`src/csr_settings.svh`:
```
// ----------------------------------------
// widths, CSR addresses and bit positions of the machine trap unit.
// ----------------------------------------
`ifndef CSR_SETTINGS_SVH
`define CSR_SETTINGS_SVH

`define XLEN         32
`define CAUSE_W      5

// machine trap CSR addresses.
`define CSR_MSTATUS  12'h300
`define CSR_MIE      12'h304
`define CSR_MTVEC    12'h305
`define CSR_MSCRATCH 12'h340
`define CSR_MEPC     12'h341
`define CSR_MCAUSE   12'h342
`define CSR_MTVAL    12'h343
`define CSR_MIP      12'h344

// bit in mip/mie, also the interrupt cause code.
`define IRQ_MSI      3
`define IRQ_MTI      7
`define IRQ_MEI      11

`define MSTATUS_MIE  3
`define MSTATUS_MPIE 7
`define MSTATUS_MPP  12:11

`endif

```
`src/csr_pkg.sv`:
```
// ----------------------------------------
// shared types of the trap unit, used by scoped name.
// ----------------------------------------
`include "csr_settings.svh"

package csr_pkg;

    // data word and instruction address.
    typedef logic [`XLEN-1:0] xlen_t;
    typedef logic [`XLEN-1:0] addr_t;

    typedef logic [11:0] csr_addr_t;

    typedef logic [`CAUSE_W-1:0] cause_code_t;

    // pending interrupts, bit 2 MEI, bit 1 MSI, bit 0 MTI.
    typedef logic [2:0] irq_vec_t;

    typedef enum logic [1:0] {
        PRV_U = 2'd0,
        PRV_M = 2'd3
    } priv_e;

endpackage

```
`src/csr_bus_if.sv`:
```
// ----------------------------------------
// CSR write port and read address shared by the register blocks.
// ----------------------------------------
`include "csr_settings.svh"

interface csr_bus_if;

    logic             csr_wr;
    logic [11:0]      csr_waddr;
    logic [`XLEN-1:0] csr_wdata;
    logic [11:0]      csr_raddr;

    modport src (output csr_wr, output csr_waddr, output csr_wdata, output csr_raddr);

    // write on a rising edge with csr_wr high, read combinational.
    modport dst (input csr_wr, input csr_waddr, input csr_wdata, input csr_raddr);

endinterface

```
`src/trap_if.sv`:
```
// ----------------------------------------
// ranked trap strobes from the control block to the registers.
// ----------------------------------------
`include "csr_settings.svh"

interface trap_if;

    // at most one of the three strobes is high.
    logic               take_exc;
    logic               take_int;
    logic               do_mret;
    logic [`CAUSE_W-1:0] int_code;
    logic [1:0]         prv;

    modport ctrl (
        output take_exc,
        output take_int,
        output do_mret,
        output int_code,
        output prv
    );

    modport regs (
        input take_exc,
        input take_int,
        input do_mret,
        input int_code,
        input prv
    );

endinterface

```
`src/csr_unit.sv`:
```
// ----------------------------------------
// top of the machine trap unit, with flat ports to the core.
// ----------------------------------------
module csr_unit (
    input  logic                 clk,
    input  logic                 srstn,
    input  logic                 ext_msip,
    input  logic                 ext_mtip,
    input  logic                 ext_meip,
    input  logic                 int_mask,
    input  logic                 trap_en,
    input  csr_pkg::addr_t       trap_epc,
    input  csr_pkg::xlen_t       trap_cause,
    input  csr_pkg::xlen_t       trap_val,
    input  logic                 mret,
    input  logic                 csr_wr,
    input  csr_pkg::csr_addr_t   csr_waddr,
    input  csr_pkg::csr_addr_t   csr_raddr,
    input  csr_pkg::xlen_t       csr_wdata,
    output logic                 wakeup,
    output logic                 irq_trigger,
    output logic                 eret_en,
    output csr_pkg::priv_e       prv,
    output csr_pkg::xlen_t       cause,
    output csr_pkg::xlen_t       tval,
    output csr_pkg::addr_t       trap_vec,
    output csr_pkg::addr_t       ret_epc,
    output csr_pkg::xlen_t       csr_rdata
);

    csr_bus_if bus ();
    trap_if    trap ();

    csr_pkg::irq_vec_t enabled_pend;
    logic              mstatus_mie;
    csr_pkg::priv_e    mstatus_mpp;
    csr_pkg::xlen_t    irq_rdata;
    csr_pkg::xlen_t    status_rdata;
    csr_pkg::xlen_t    trap_rdata;

    assign bus.csr_wr    = csr_wr;
    assign bus.csr_waddr = csr_waddr;
    assign bus.csr_wdata = csr_wdata;
    assign bus.csr_raddr = csr_raddr;

    trap_ctrl u_trap_ctrl (.clk(clk), .srstn(srstn), .trap_en(trap_en), .mret(mret),
        .int_mask(int_mask), .enabled_pend(enabled_pend), .mstatus_mie(mstatus_mie),
        .mstatus_mpp(mstatus_mpp), .trap(trap.ctrl), .irq_trigger(irq_trigger),
        .eret_en(eret_en), .prv(prv));

    irq_unit u_irq_unit (.clk(clk), .srstn(srstn), .ext_msip(ext_msip), .ext_mtip(ext_mtip),
        .ext_meip(ext_meip), .bus(bus.dst), .enabled_pend(enabled_pend), .wakeup(wakeup),
        .rdata(irq_rdata));

    status_regs u_status_regs (.clk(clk), .srstn(srstn), .bus(bus.dst), .trap(trap.regs),
        .mstatus_mie(mstatus_mie), .mstatus_mpp(mstatus_mpp), .trap_vec(trap_vec),
        .rdata(status_rdata));

    trap_regs u_trap_regs (.clk(clk), .srstn(srstn), .bus(bus.dst), .trap(trap.regs),
        .trap_epc(trap_epc), .trap_cause(trap_cause), .trap_val(trap_val), .cause(cause),
        .tval(tval), .ret_epc(ret_epc), .rdata(trap_rdata));

    // each block returns zero outside its own addresses.
    assign csr_rdata = irq_rdata | status_rdata | trap_rdata;

endmodule

```
`src/irq_unit.sv`:
```
// ----------------------------------------
// interrupt synchronizers, mip and mie, and the enabled pending set.
// ----------------------------------------
`include "csr_settings.svh"

module irq_unit (
    input  logic              clk,
    input  logic              srstn,
    input  logic              ext_msip,
    input  logic              ext_mtip,
    input  logic              ext_meip,
    csr_bus_if.dst            bus,
    output csr_pkg::irq_vec_t enabled_pend,
    output logic              wakeup,
    output csr_pkg::xlen_t    rdata
);

    csr_pkg::irq_vec_t irq_meta;
    csr_pkg::irq_vec_t mip;
    csr_pkg::irq_vec_t mie;

    // place the packed bits at their mip/mie positions.
    function automatic csr_pkg::xlen_t to_word(csr_pkg::irq_vec_t v);
        csr_pkg::xlen_t w;
        w           = '0;
        w[`IRQ_MEI] = v[2];
        w[`IRQ_MSI] = v[1];
        w[`IRQ_MTI] = v[0];
        return w;
    endfunction

    // two flops from the pins into mip.
    always_ff @(posedge clk or negedge srstn) begin
        if (!srstn) begin
            irq_meta <= '0;
            mip      <= '0;
        end else begin
            irq_meta <= {ext_meip, ext_msip, ext_mtip};
            mip      <= irq_meta;
        end
    end

    always_ff @(posedge clk or negedge srstn) begin
        if (!srstn) begin
            mie <= '0;
        end else if (bus.csr_wr && bus.csr_waddr == `CSR_MIE) begin
            mie <= {bus.csr_wdata[`IRQ_MEI], bus.csr_wdata[`IRQ_MSI], bus.csr_wdata[`IRQ_MTI]};
        end
    end

    assign enabled_pend = mip & mie;
    assign wakeup       = |enabled_pend;

    always_comb begin
        case (bus.csr_raddr)
            `CSR_MIE: rdata = to_word(mie);
            `CSR_MIP: rdata = to_word(mip);
            default:  rdata = '0;
        endcase
    end

endmodule

```
`src/status_regs.sv`:
```
// ----------------------------------------
// mstatus, mtvec and mscratch, and the trap vector.
// ----------------------------------------
`include "csr_settings.svh"

module status_regs (
    input  logic           clk,
    input  logic           srstn,
    csr_bus_if.dst         bus,
    trap_if.regs           trap,
    output logic           mstatus_mie,
    output csr_pkg::priv_e mstatus_mpp,
    output csr_pkg::addr_t trap_vec,
    output csr_pkg::xlen_t rdata
);

    logic           mstatus_mpie;
    csr_pkg::xlen_t mstatus;
    csr_pkg::xlen_t mtvec;
    csr_pkg::xlen_t mscratch;
    csr_pkg::addr_t vec_offset;

    always_ff @(posedge clk or negedge srstn) begin
        if (!srstn) begin
            mstatus_mie  <= 1'b0;
            mstatus_mpie <= 1'b0;
            mstatus_mpp  <= csr_pkg::PRV_U;
        end else if (trap.take_exc || trap.take_int) begin
            mstatus_mpp  <= csr_pkg::priv_e'(trap.prv);
            mstatus_mpie <= mstatus_mie;
            mstatus_mie  <= 1'b0;
        end else if (trap.do_mret) begin
            mstatus_mie  <= mstatus_mpie;
            mstatus_mpie <= 1'b1;
            mstatus_mpp  <= csr_pkg::PRV_U;
        end else if (bus.csr_wr && bus.csr_waddr == `CSR_MSTATUS) begin
            mstatus_mie  <= bus.csr_wdata[`MSTATUS_MIE];
            mstatus_mpie <= bus.csr_wdata[`MSTATUS_MPIE];
            // only machine and user exist, anything but 3 falls to user.
            mstatus_mpp  <= (bus.csr_wdata[`MSTATUS_MPP] == 2'b11) ? csr_pkg::PRV_M
                                                                  : csr_pkg::PRV_U;
        end
    end

    always_ff @(posedge clk or negedge srstn) begin
        if (!srstn) begin
            mtvec    <= '0;
            mscratch <= '0;
        end else if (bus.csr_wr) begin
            if (bus.csr_waddr == `CSR_MTVEC) mtvec <= bus.csr_wdata & ~csr_pkg::xlen_t'(2);
            if (bus.csr_waddr == `CSR_MSCRATCH) mscratch <= bus.csr_wdata;
        end
    end

    // vectored mode adds 4 x cause for interrupts only.
    assign vec_offset = (trap.take_int && mtvec[0]) ?
                        {{(`XLEN-`CAUSE_W-2){1'b0}}, trap.int_code, 2'b00} : '0;
    assign trap_vec   = (mtvec & ~csr_pkg::addr_t'(3)) + vec_offset;

    always_comb begin
        mstatus                = '0;
        mstatus[`MSTATUS_MIE]  = mstatus_mie;
        mstatus[`MSTATUS_MPIE] = mstatus_mpie;
        mstatus[`MSTATUS_MPP]  = mstatus_mpp;
    end

    always_comb begin
        case (bus.csr_raddr)
            `CSR_MSTATUS:  rdata = mstatus;
            `CSR_MTVEC:    rdata = mtvec;
            `CSR_MSCRATCH: rdata = mscratch;
            default:       rdata = '0;
        endcase
    end

endmodule

```
`src/trap_ctrl.sv`:
```
// ----------------------------------------
// ranks exception, interrupt and mret, and holds the privilege mode.
// ----------------------------------------
`include "csr_settings.svh"

module trap_ctrl (
    input  logic                clk,
    input  logic                srstn,
    input  logic                trap_en,
    input  logic                mret,
    input  logic                int_mask,
    input  csr_pkg::irq_vec_t   enabled_pend,
    input  logic                mstatus_mie,
    input  csr_pkg::priv_e      mstatus_mpp,
    trap_if.ctrl                trap,
    output logic                irq_trigger,
    output logic                eret_en,
    output csr_pkg::priv_e      prv
);

    logic                 int_ok;
    logic                 take_int;
    csr_pkg::cause_code_t int_code;

    // user mode is always interruptible by machine interrupts.
    assign int_ok = (prv == csr_pkg::PRV_U) || mstatus_mie;

    assign take_int = !trap_en && !int_mask && (|enabled_pend) && int_ok;

    // fixed priority MEI, MSI, MTI.
    always_comb begin
        if (enabled_pend[2]) begin
            int_code = csr_pkg::cause_code_t'(`IRQ_MEI);
        end else if (enabled_pend[1]) begin
            int_code = csr_pkg::cause_code_t'(`IRQ_MSI);
        end else begin
            int_code = csr_pkg::cause_code_t'(`IRQ_MTI);
        end
    end

    assign trap.take_exc = trap_en;
    assign trap.take_int = take_int;
    assign trap.do_mret  = mret && !trap_en && !take_int;
    assign trap.int_code = int_code;
    assign trap.prv      = prv;

    assign irq_trigger = take_int;
    assign eret_en     = mret && !trap_en;

    always_ff @(posedge clk or negedge srstn) begin
        if (!srstn) begin
            prv <= csr_pkg::PRV_M;
        end else if (trap_en || take_int) begin
            prv <= csr_pkg::PRV_M;
        end else if (trap.do_mret) begin
            prv <= mstatus_mpp;
        end
    end

endmodule

```
`src/trap_regs.sv`:
```
// ----------------------------------------
// mepc, mcause and mtval, with the live cause and tval outputs.
// ----------------------------------------
`include "csr_settings.svh"

module trap_regs (
    input  logic           clk,
    input  logic           srstn,
    csr_bus_if.dst         bus,
    trap_if.regs           trap,
    input  csr_pkg::addr_t trap_epc,
    input  csr_pkg::xlen_t trap_cause,
    input  csr_pkg::xlen_t trap_val,
    output csr_pkg::xlen_t cause,
    output csr_pkg::xlen_t tval,
    output csr_pkg::addr_t ret_epc,
    output csr_pkg::xlen_t rdata
);

    csr_pkg::addr_t       mepc;
    logic                 mcause_int;
    csr_pkg::cause_code_t mcause_code;
    csr_pkg::xlen_t       mcause;
    csr_pkg::xlen_t       mtval;
    csr_pkg::xlen_t       int_cause;

    always_ff @(posedge clk or negedge srstn) begin
        if (!srstn) begin
            mepc        <= '0;
            mcause_int  <= 1'b0;
            mcause_code <= '0;
            mtval       <= '0;
        end else if (trap.take_exc) begin
            mepc        <= trap_epc;
            mcause_int  <= trap_cause[`XLEN-1];
            mcause_code <= trap_cause[`CAUSE_W-1:0];
            mtval       <= trap_val;
        end else if (trap.take_int) begin
            mepc        <= trap_epc;
            mcause_int  <= 1'b1;
            mcause_code <= trap.int_code;
            mtval       <= '0;
        end else if (bus.csr_wr) begin
            case (bus.csr_waddr)
                `CSR_MEPC: mepc <= bus.csr_wdata & ~csr_pkg::addr_t'(1);
                `CSR_MCAUSE: begin
                    mcause_int  <= bus.csr_wdata[`XLEN-1];
                    mcause_code <= bus.csr_wdata[`CAUSE_W-1:0];
                end
                `CSR_MTVAL: mtval <= bus.csr_wdata;
                default: ;
            endcase
        end
    end

    assign mcause    = {mcause_int, {(`XLEN-`CAUSE_W-1){1'b0}}, mcause_code};
    assign int_cause = {1'b1, {(`XLEN-`CAUSE_W-1){1'b0}}, trap.int_code};

    assign cause   = trap.take_exc ? trap_cause : (trap.take_int ? int_cause : '0);
    assign tval    = trap.take_exc ? trap_val : '0;
    assign ret_epc = mepc;

    always_comb begin
        case (bus.csr_raddr)
            `CSR_MEPC:   rdata = mepc;
            `CSR_MCAUSE: rdata = mcause;
            `CSR_MTVAL:  rdata = mtval;
            default:     rdata = '0;
        endcase
    end

endmodule

```
`config.mk`:
```
export PLATFORM = sky130hd
export DESIGN_NAME = csr_unit
export DESIGN_NICKNAME = d
export VERILOG_FILES = /design/src/csr_pkg.sv /design/src/csr_bus_if.sv /design/src/trap_if.sv /design/src/csr_unit.sv /design/src/irq_unit.sv /design/src/status_regs.sv /design/src/trap_ctrl.sv /design/src/trap_regs.sv
export VERILOG_INCLUDE_DIRS = /design/src /design/src/src
export SDC_FILE = /design/constraint.sdc
export NUM_CORES = 1
export LEC_CHECK = 0
export ABC_AREA = 1
export BUFFER_PORTS_ARGS = -buffer_cell sky130_fd_sc_hd__buf_2
export CAP_MARGIN = 40
export CELL_PAD_IN_SITES_DETAIL_PLACEMENT = 0
export CELL_PAD_IN_SITES_GLOBAL_PLACEMENT = 2
export CORE_MARGIN = 2
export CORE_UTILIZATION = 29
export CTS_CLUSTER_SIZE = 24
export DETAILED_ROUTE_END_ITERATION = 6
export GPL_TIMING_DRIVEN = 1
export PLACE_DENSITY_LB_ADDON = 0.1
export SLEW_MARGIN = 20
export SYNTH_ARGS = -nofsm -noshare
export SYNTH_HDL_FRONTEND = slang
export SYNTH_HIERARCHICAL = 1
export SYNTH_SLANG_ARGS = --single-unit
```
`constraint.sdc`:
```
create_clock -name clk -period 3.95 [get_ports clk]
set_input_delay 0.1975 -clock clk [delete_from_list [all_inputs] [get_ports clk]]
set_output_delay 0.1975 -clock clk [all_outputs]
set_load 0.02 [all_outputs]
```
# == Word level (Yosys, flattened, before mapping) ==
# Index checks and enable logic that the tools add are counted.
# word_totals
regBits,148
output_inout_bits,165
elab_cells,96
# op_classes
eq_ne,16
bitwise_logic,3
reduce_logical,26
n_addsub,1
muxes,37
# ops
cell,count
32-bit two-way mux,11
32-bit one-hot mux with 3 select lines,2
12-bit by 10-bit equality test with 1-bit output (second input constant),15
32-bit bitwise OR,2
32-bit adder,1
12-bit one-hot mux with 2 select lines,1
5-bit two-way mux,4
3-bit nonzero test,5
2-bit two-way mux,6
1-bit two-way mux,10
2-bit AND reduction,5
1-bit logical AND,8
6-bit two-way mux,1
4-bit two-way mux,1
3-bit bitwise AND,1
1-bit zero test,3
3-bit two-way mux,1
3-bit OR reduction,1
2-bit equality test (second input constant),1
2-bit zero test,1
1-bit logical OR,2
2-bit nonzero test,1

# == Logic depth before layout (Yosys ltp) ==
# depth
depth_word,8
mapped_depth,20
depth_no_buf,19

# == Cells and area by module ==
# Netlist, hierarchy kept.
# by_module_without_submodules
mod,instances,cells_per_inst,area_per_inst_um2
trap_regs,1,810,5018.6
status_regs,1,682,4454.3
irq_unit,1,93,715.7
csr_unit,1,96,360.3
trap_ctrl,1,30,210.2

# == Least setup slack after synthesis ==
# No wires, ideal clock.
# synth_timing
path_kind,flip-flop to output port
startpoint,register u_irq_unit.mie[2]
endpoint,output trap_vec[10]
setup_slack_ps,1140
t_arrival_ps,2612
stages_incl_launch_ff,19
n_path_buf,1
required_ps,3753
cell_sequence,dfrtp_1 -> nand2_1 -> inv_1 -> nor2_2 -> nand2_1 -> nand3_2 -> inv_1 -> buf_4 -> nand2_1 -> nor2_1 -> ha_1 -> inv_1 -> fa_1 -> inv_1 -> nand2_1 -> nand2_1 -> nand3_1 -> nand2_1 -> xor2_1
# synth_via
word_cells_on_any_way,8
cone_classes,1 x add/sub; 2 x mux; 1 x bitwise; 4 x reduce/logical
# synth_lines
item,line_no,source
from (decl),irq_unit.sv:20,csr_pkg::irq_vec_t mie;
from (signal assigned),irq_unit.sv:47,"mie <= {bus.csr_wdata[`IRQ_MEI], bus.csr_wdata[`IRQ_MSI], bus.csr_wdata[`IRQ_MTI]};"
3-bit bitwise AND,irq_unit.sv:51,assign enabled_pend = mip & mie;
via enabled_pend[2],csr_unit.sv:34,csr_pkg::irq_vec_t enabled_pend;
4-bit two-way mux,trap_ctrl.sv:32,if (enabled_pend[2]) begin
via trap.int_code[2],trap_if.sv:12,logic [`CAUSE_W-1:0] int_code;
6-bit two-way mux,status_regs.sv:56,assign vec_offset = (trap.take_int && mtvec[0]) ?
32-bit adder,status_regs.sv:58,assign trap_vec = (mtvec & ~csr_pkg::addr_t'(3)) + vec_offset;
to (decl),csr_unit.sv:26,"output csr_pkg::addr_t trap_vec,"
# The timed path passes the listed nets, and every way through them passes these cells.

# == Worst setup path in the final report ==
# layout_timing
startpoint,register u_irq_unit.mie[2]
endpoint,output trap_vec[30]
# The elaborated chain is that of the path after synthesis.

==> results.yml <==
status:
  status: "finished clean"
critical_path:
  crit_chain: "nand2_1 -> inv_1 -> nor2_2 -> nand2_1 -> nand3_2 -> inv_1 -> nand2_1 -> nor2_1 -> ha_1 -> inv_1 -> fa_1 -> inv_1 -> nand2_1 -> nand2_1 -> nand2_1 -> o21ai_0 -> nand3_1 -> nand2_1 -> buf_2"
  setup.worst_path.start_class: "register"
  reg2reg_to: "u_trap_regs/ret_epc[10]$_DFFE_PN0P_"
  cpMaxStageDelayCell: "fa_1"
  critPathKind: "register to output pin"
  worstPathRequired_ns: 3.75
  worstPathMaxFanout: 4
  rrSetupSlack_ns: 1.22
  cp.arrival_ns: 3.23
  reg2reg_depth: 11
  endpoint_kind: "output pin"
  r2r_start: "u_irq_unit/mie[2]$_DFFE_PN0P_"
  critical_path.max_stage_delay_ns: 0.40
  crit_path_frequent_cell: "nand2_1"
die:
  rows: 70
  core_area_um2: 36600
  start_util: 0.294
  ios: 326
  die_h_um: 197
  dieArea_um2: 38700
  die_width_um: 197
yosys:
  yosysWarnings: 6
  ys_seq_area_frac: 0.344
  syn_area_um2: 10800
  yosysUniqueCellTypes: 45
  synth_top_flop_cell: "dfrtp_1"
  avgSynthCellArea_um2: 6.29
  syn_inst: 1711
  ys_ff_latch: 148
  synth_edf_count: 0
  synthArstFlopShare: 1.00
power:
  ir_worst_vdd_uv: 226
  total_leakage_power_nw: 8.00
  power.density_nw_per_um2: 319
  finalPower_mw: 4.24
placed_design:
  gp_congestion: 0.849
  port_buffers: 323
  place_ws_ns: 0.943
  dp_hpwl_um: 33200
  place_area_um2: 12500
routing:
  routedWlPerCell_um: 18.0
  vias: 11525
  drc: 0
  drtIter0Drc: 828
  first_pass_iters: 5
  avgViaCountPerCell: 4.65
  postRouteAntennaNets: 0
  totalWireLength_um: 44500
cts:
  htree_levels: 4
  ctsLongestPathBuffers: 2
  clk_latency_ns: 0.44
  cts_made_buffers: 17
  cts_resized: 0
  clockRootBuffer: "clkbuf_16"
  clkTransAtPathRegs_ns: 0.07
  clock-sinks: 148
  cts_tree: "done"
timing:
  period_needed_ns: 3.43
  clock_skew_ns: 0.00588
  finalSetupViolCount: 0
  relSlewSlack: 0.457
  rsz0062_at_grt: "false"
  worst_slack_ns: 0.518
  tns_ns: 0
  worstMarginPinSlew_ns: 0.813
  slew_violations: 0
  max_freq_mhz: 291
  hold_viol: 0
  timing.final.crit_share: 0.869
global_routing:
  grt_max_degree: 59
  antenna_found_initial: 2
  grt_pass1_vias: 11114
  grt_use_total: 0.232
  grt_pass1_wl_um: 67900
  grt.overflow.total: 0
hold_path:
  hold_start: "trap_epc[27]"
  worstHoldEndpoint: "u_trap_regs/ret_epc[27]$_DFFE_PN0P_"
  hold_path_depth: 5
  hp-class: "input port to register"
layout:
  layout_commonest_cell: "nand2_1"
  areaGrowthSynthToFinish_pct: 23.5
  fin_nets: 2161
  layout-drive-gt1-share: 0.207
  final_cell_mix: "705 x nand2_1, 321 x buf_2, 262 x nand3_1"
  utilization: 0.363
  final_cell_area_um2: 13300
job:
  maxCapViolCount: 0
[timing repair]
item	in CTS	in global routing
hold buffers	5	0
setup buffers	0	0
endpoints found under the hold margin	39	0
[routing by layer]
layer | GRT usage | wire length (um) | part of all wire | up-vias
met5 | 0 | 0 | 0 | -
met4 | 0.0638 | 770 | 0.017 | 0
met3 | 0.0253 | 1970 | 0.044 | 28
met2 | 0.361 | 20100 | 0.45 | 327
met1 | 0.340 | 21600 | 0.49 | 5354
li1 | - | - | - | 5816
[critical path: cells and delay by family, from the launching register on]
kind / cells / cell delay (ns)
compound gates: 1 / 0.33
flops: 1 / 0.37
buf+inv: 5 / 0.55
simple gates: 11 / 0.95
fa+ha+maj: 2 / 0.61
[cells by family (layout without fill, tap and decap cells)]
logic type,count (synthesis),count (layout),synth area share
and+or+nand+nor,1122,1122,0.445
buffers and inverters,316,581,0.142
DFF,148,148,0.344
AOI/OAI and AO/OA,105,105,0.0513
xor gates and xnor gates,10,10,0.00814
adders and majority gates,6,6,0.00768
other,4,36,0.00140
[registers in the layout (all words and copies together) (netlist names)]
register and flops:
u_trap_ctrl/prv 2, u_status_regs/mscratch 32, u_trap_regs/ret_epc 32, u_trap_regs/mcause_code 5, u_trap_regs/mcause_int 1, u_status_regs/mstatus_mie 1, u_irq_unit/mie 3, u_trap_regs/mtval 32
u_status_regs/mstatus_mpie 1, u_irq_unit/irq_meta 3, u_irq_unit/mip 3, u_status_regs/mstatus_mpp 2, u_status_regs/mtvec 31
[final cells by class]
| cell class | count | area, um^2 |
|---|---|---|
| sequential | 148 | 3710 |
| fill | 4124 | 23300 |
| antenna | 2 | 5.00 |
| tap | 468 | 586 |
| clock inverter | 10 | 178 |
| multi-input combinational | 1277 | 5660 |
| inverter | 201 | 754 |
| clock buffer | 21 | 470 |
| timing repair buffer | 349 | 1930 |
[through the flow]
stage	hold slack (ns)	instances
2_1_floorplan	-0.0981	1741
3_3_place_gp	0.308	2433
3_5_place_dp	0.136	2435
4_1_cts	0.0224	2471
5_1_grt	0.0537	2476
6_report	0.0435	2476
[how the worst max path moves through the flow]
| stage | from | to | slack [ns] | cells after the start |
|---|---|---|---|---|
| 6_report | u_irq_unit/mie[2]$_DFFE_PN0P_ | trap_vec[30] | 0.52 | 19 |
| 5_1_grt | u_irq_unit/mie[2]$_DFFE_PN0P_ | trap_vec[30] | 0.007 | 19 |
| 4_1_cts | u_irq_unit/mie[2]$_DFFE_PN0P_ | trap_vec[30] | 0.45 | 19 |
| 3_5_place_dp | u_irq_unit/mie[2]$_DFFE_PN0P_ | trap_vec[30] | 0.94 | 19 |
| 3_3_place_gp | u_irq_unit/mie[2]$_DFFE_PN0P_ | trap_vec[30] | 0.99 | 19 |
| 2_1_floorplan | u_irq_unit/mie[2]$_DFFE_PN0P_ | trap_vec[10] | 1.14 | 18 |
[power by group]
group / total [mW] / switching [mW] / leakage, nW / internal [mW]
sequential: 1.68 / 0.0733 / 1.93 / 1.60
clock: 1.85 / 0.682 / 0.319 / 1.16
combinational: 0.714 / 0.482 / 5.75 / 0.233
[cells in the mapped netlist, types with 7 or more instances]
| library cell | instances | area (um^2) |
|---|---|---|
| inv_1 | 197 | 739 |
| buf_6 | 10 | 113 |
| buf_2 | 41 | 205 |
| nand4_1 | 8 | 50.1 |
| nand2_1 | 705 | 2650 |
| o21ai_1 | 21 | 105 |
| nor2_2 | 7 | 43.8 |
| clkbuf_1 | 12 | 45.0 |
| o21ai_0 | 73 | 365 |
| dfrtp_1 | 146 | 3650 |
| nand2_2 | 7 | 43.8 |
| xor2_1 | 8 | 70.1 |
| nor2_1 | 99 | 372 |
| buf_4 | 46 | 345 |
| nand3_1 | 262 | 1310 |
Note: power is estimated with default switching activity, not from simulation.
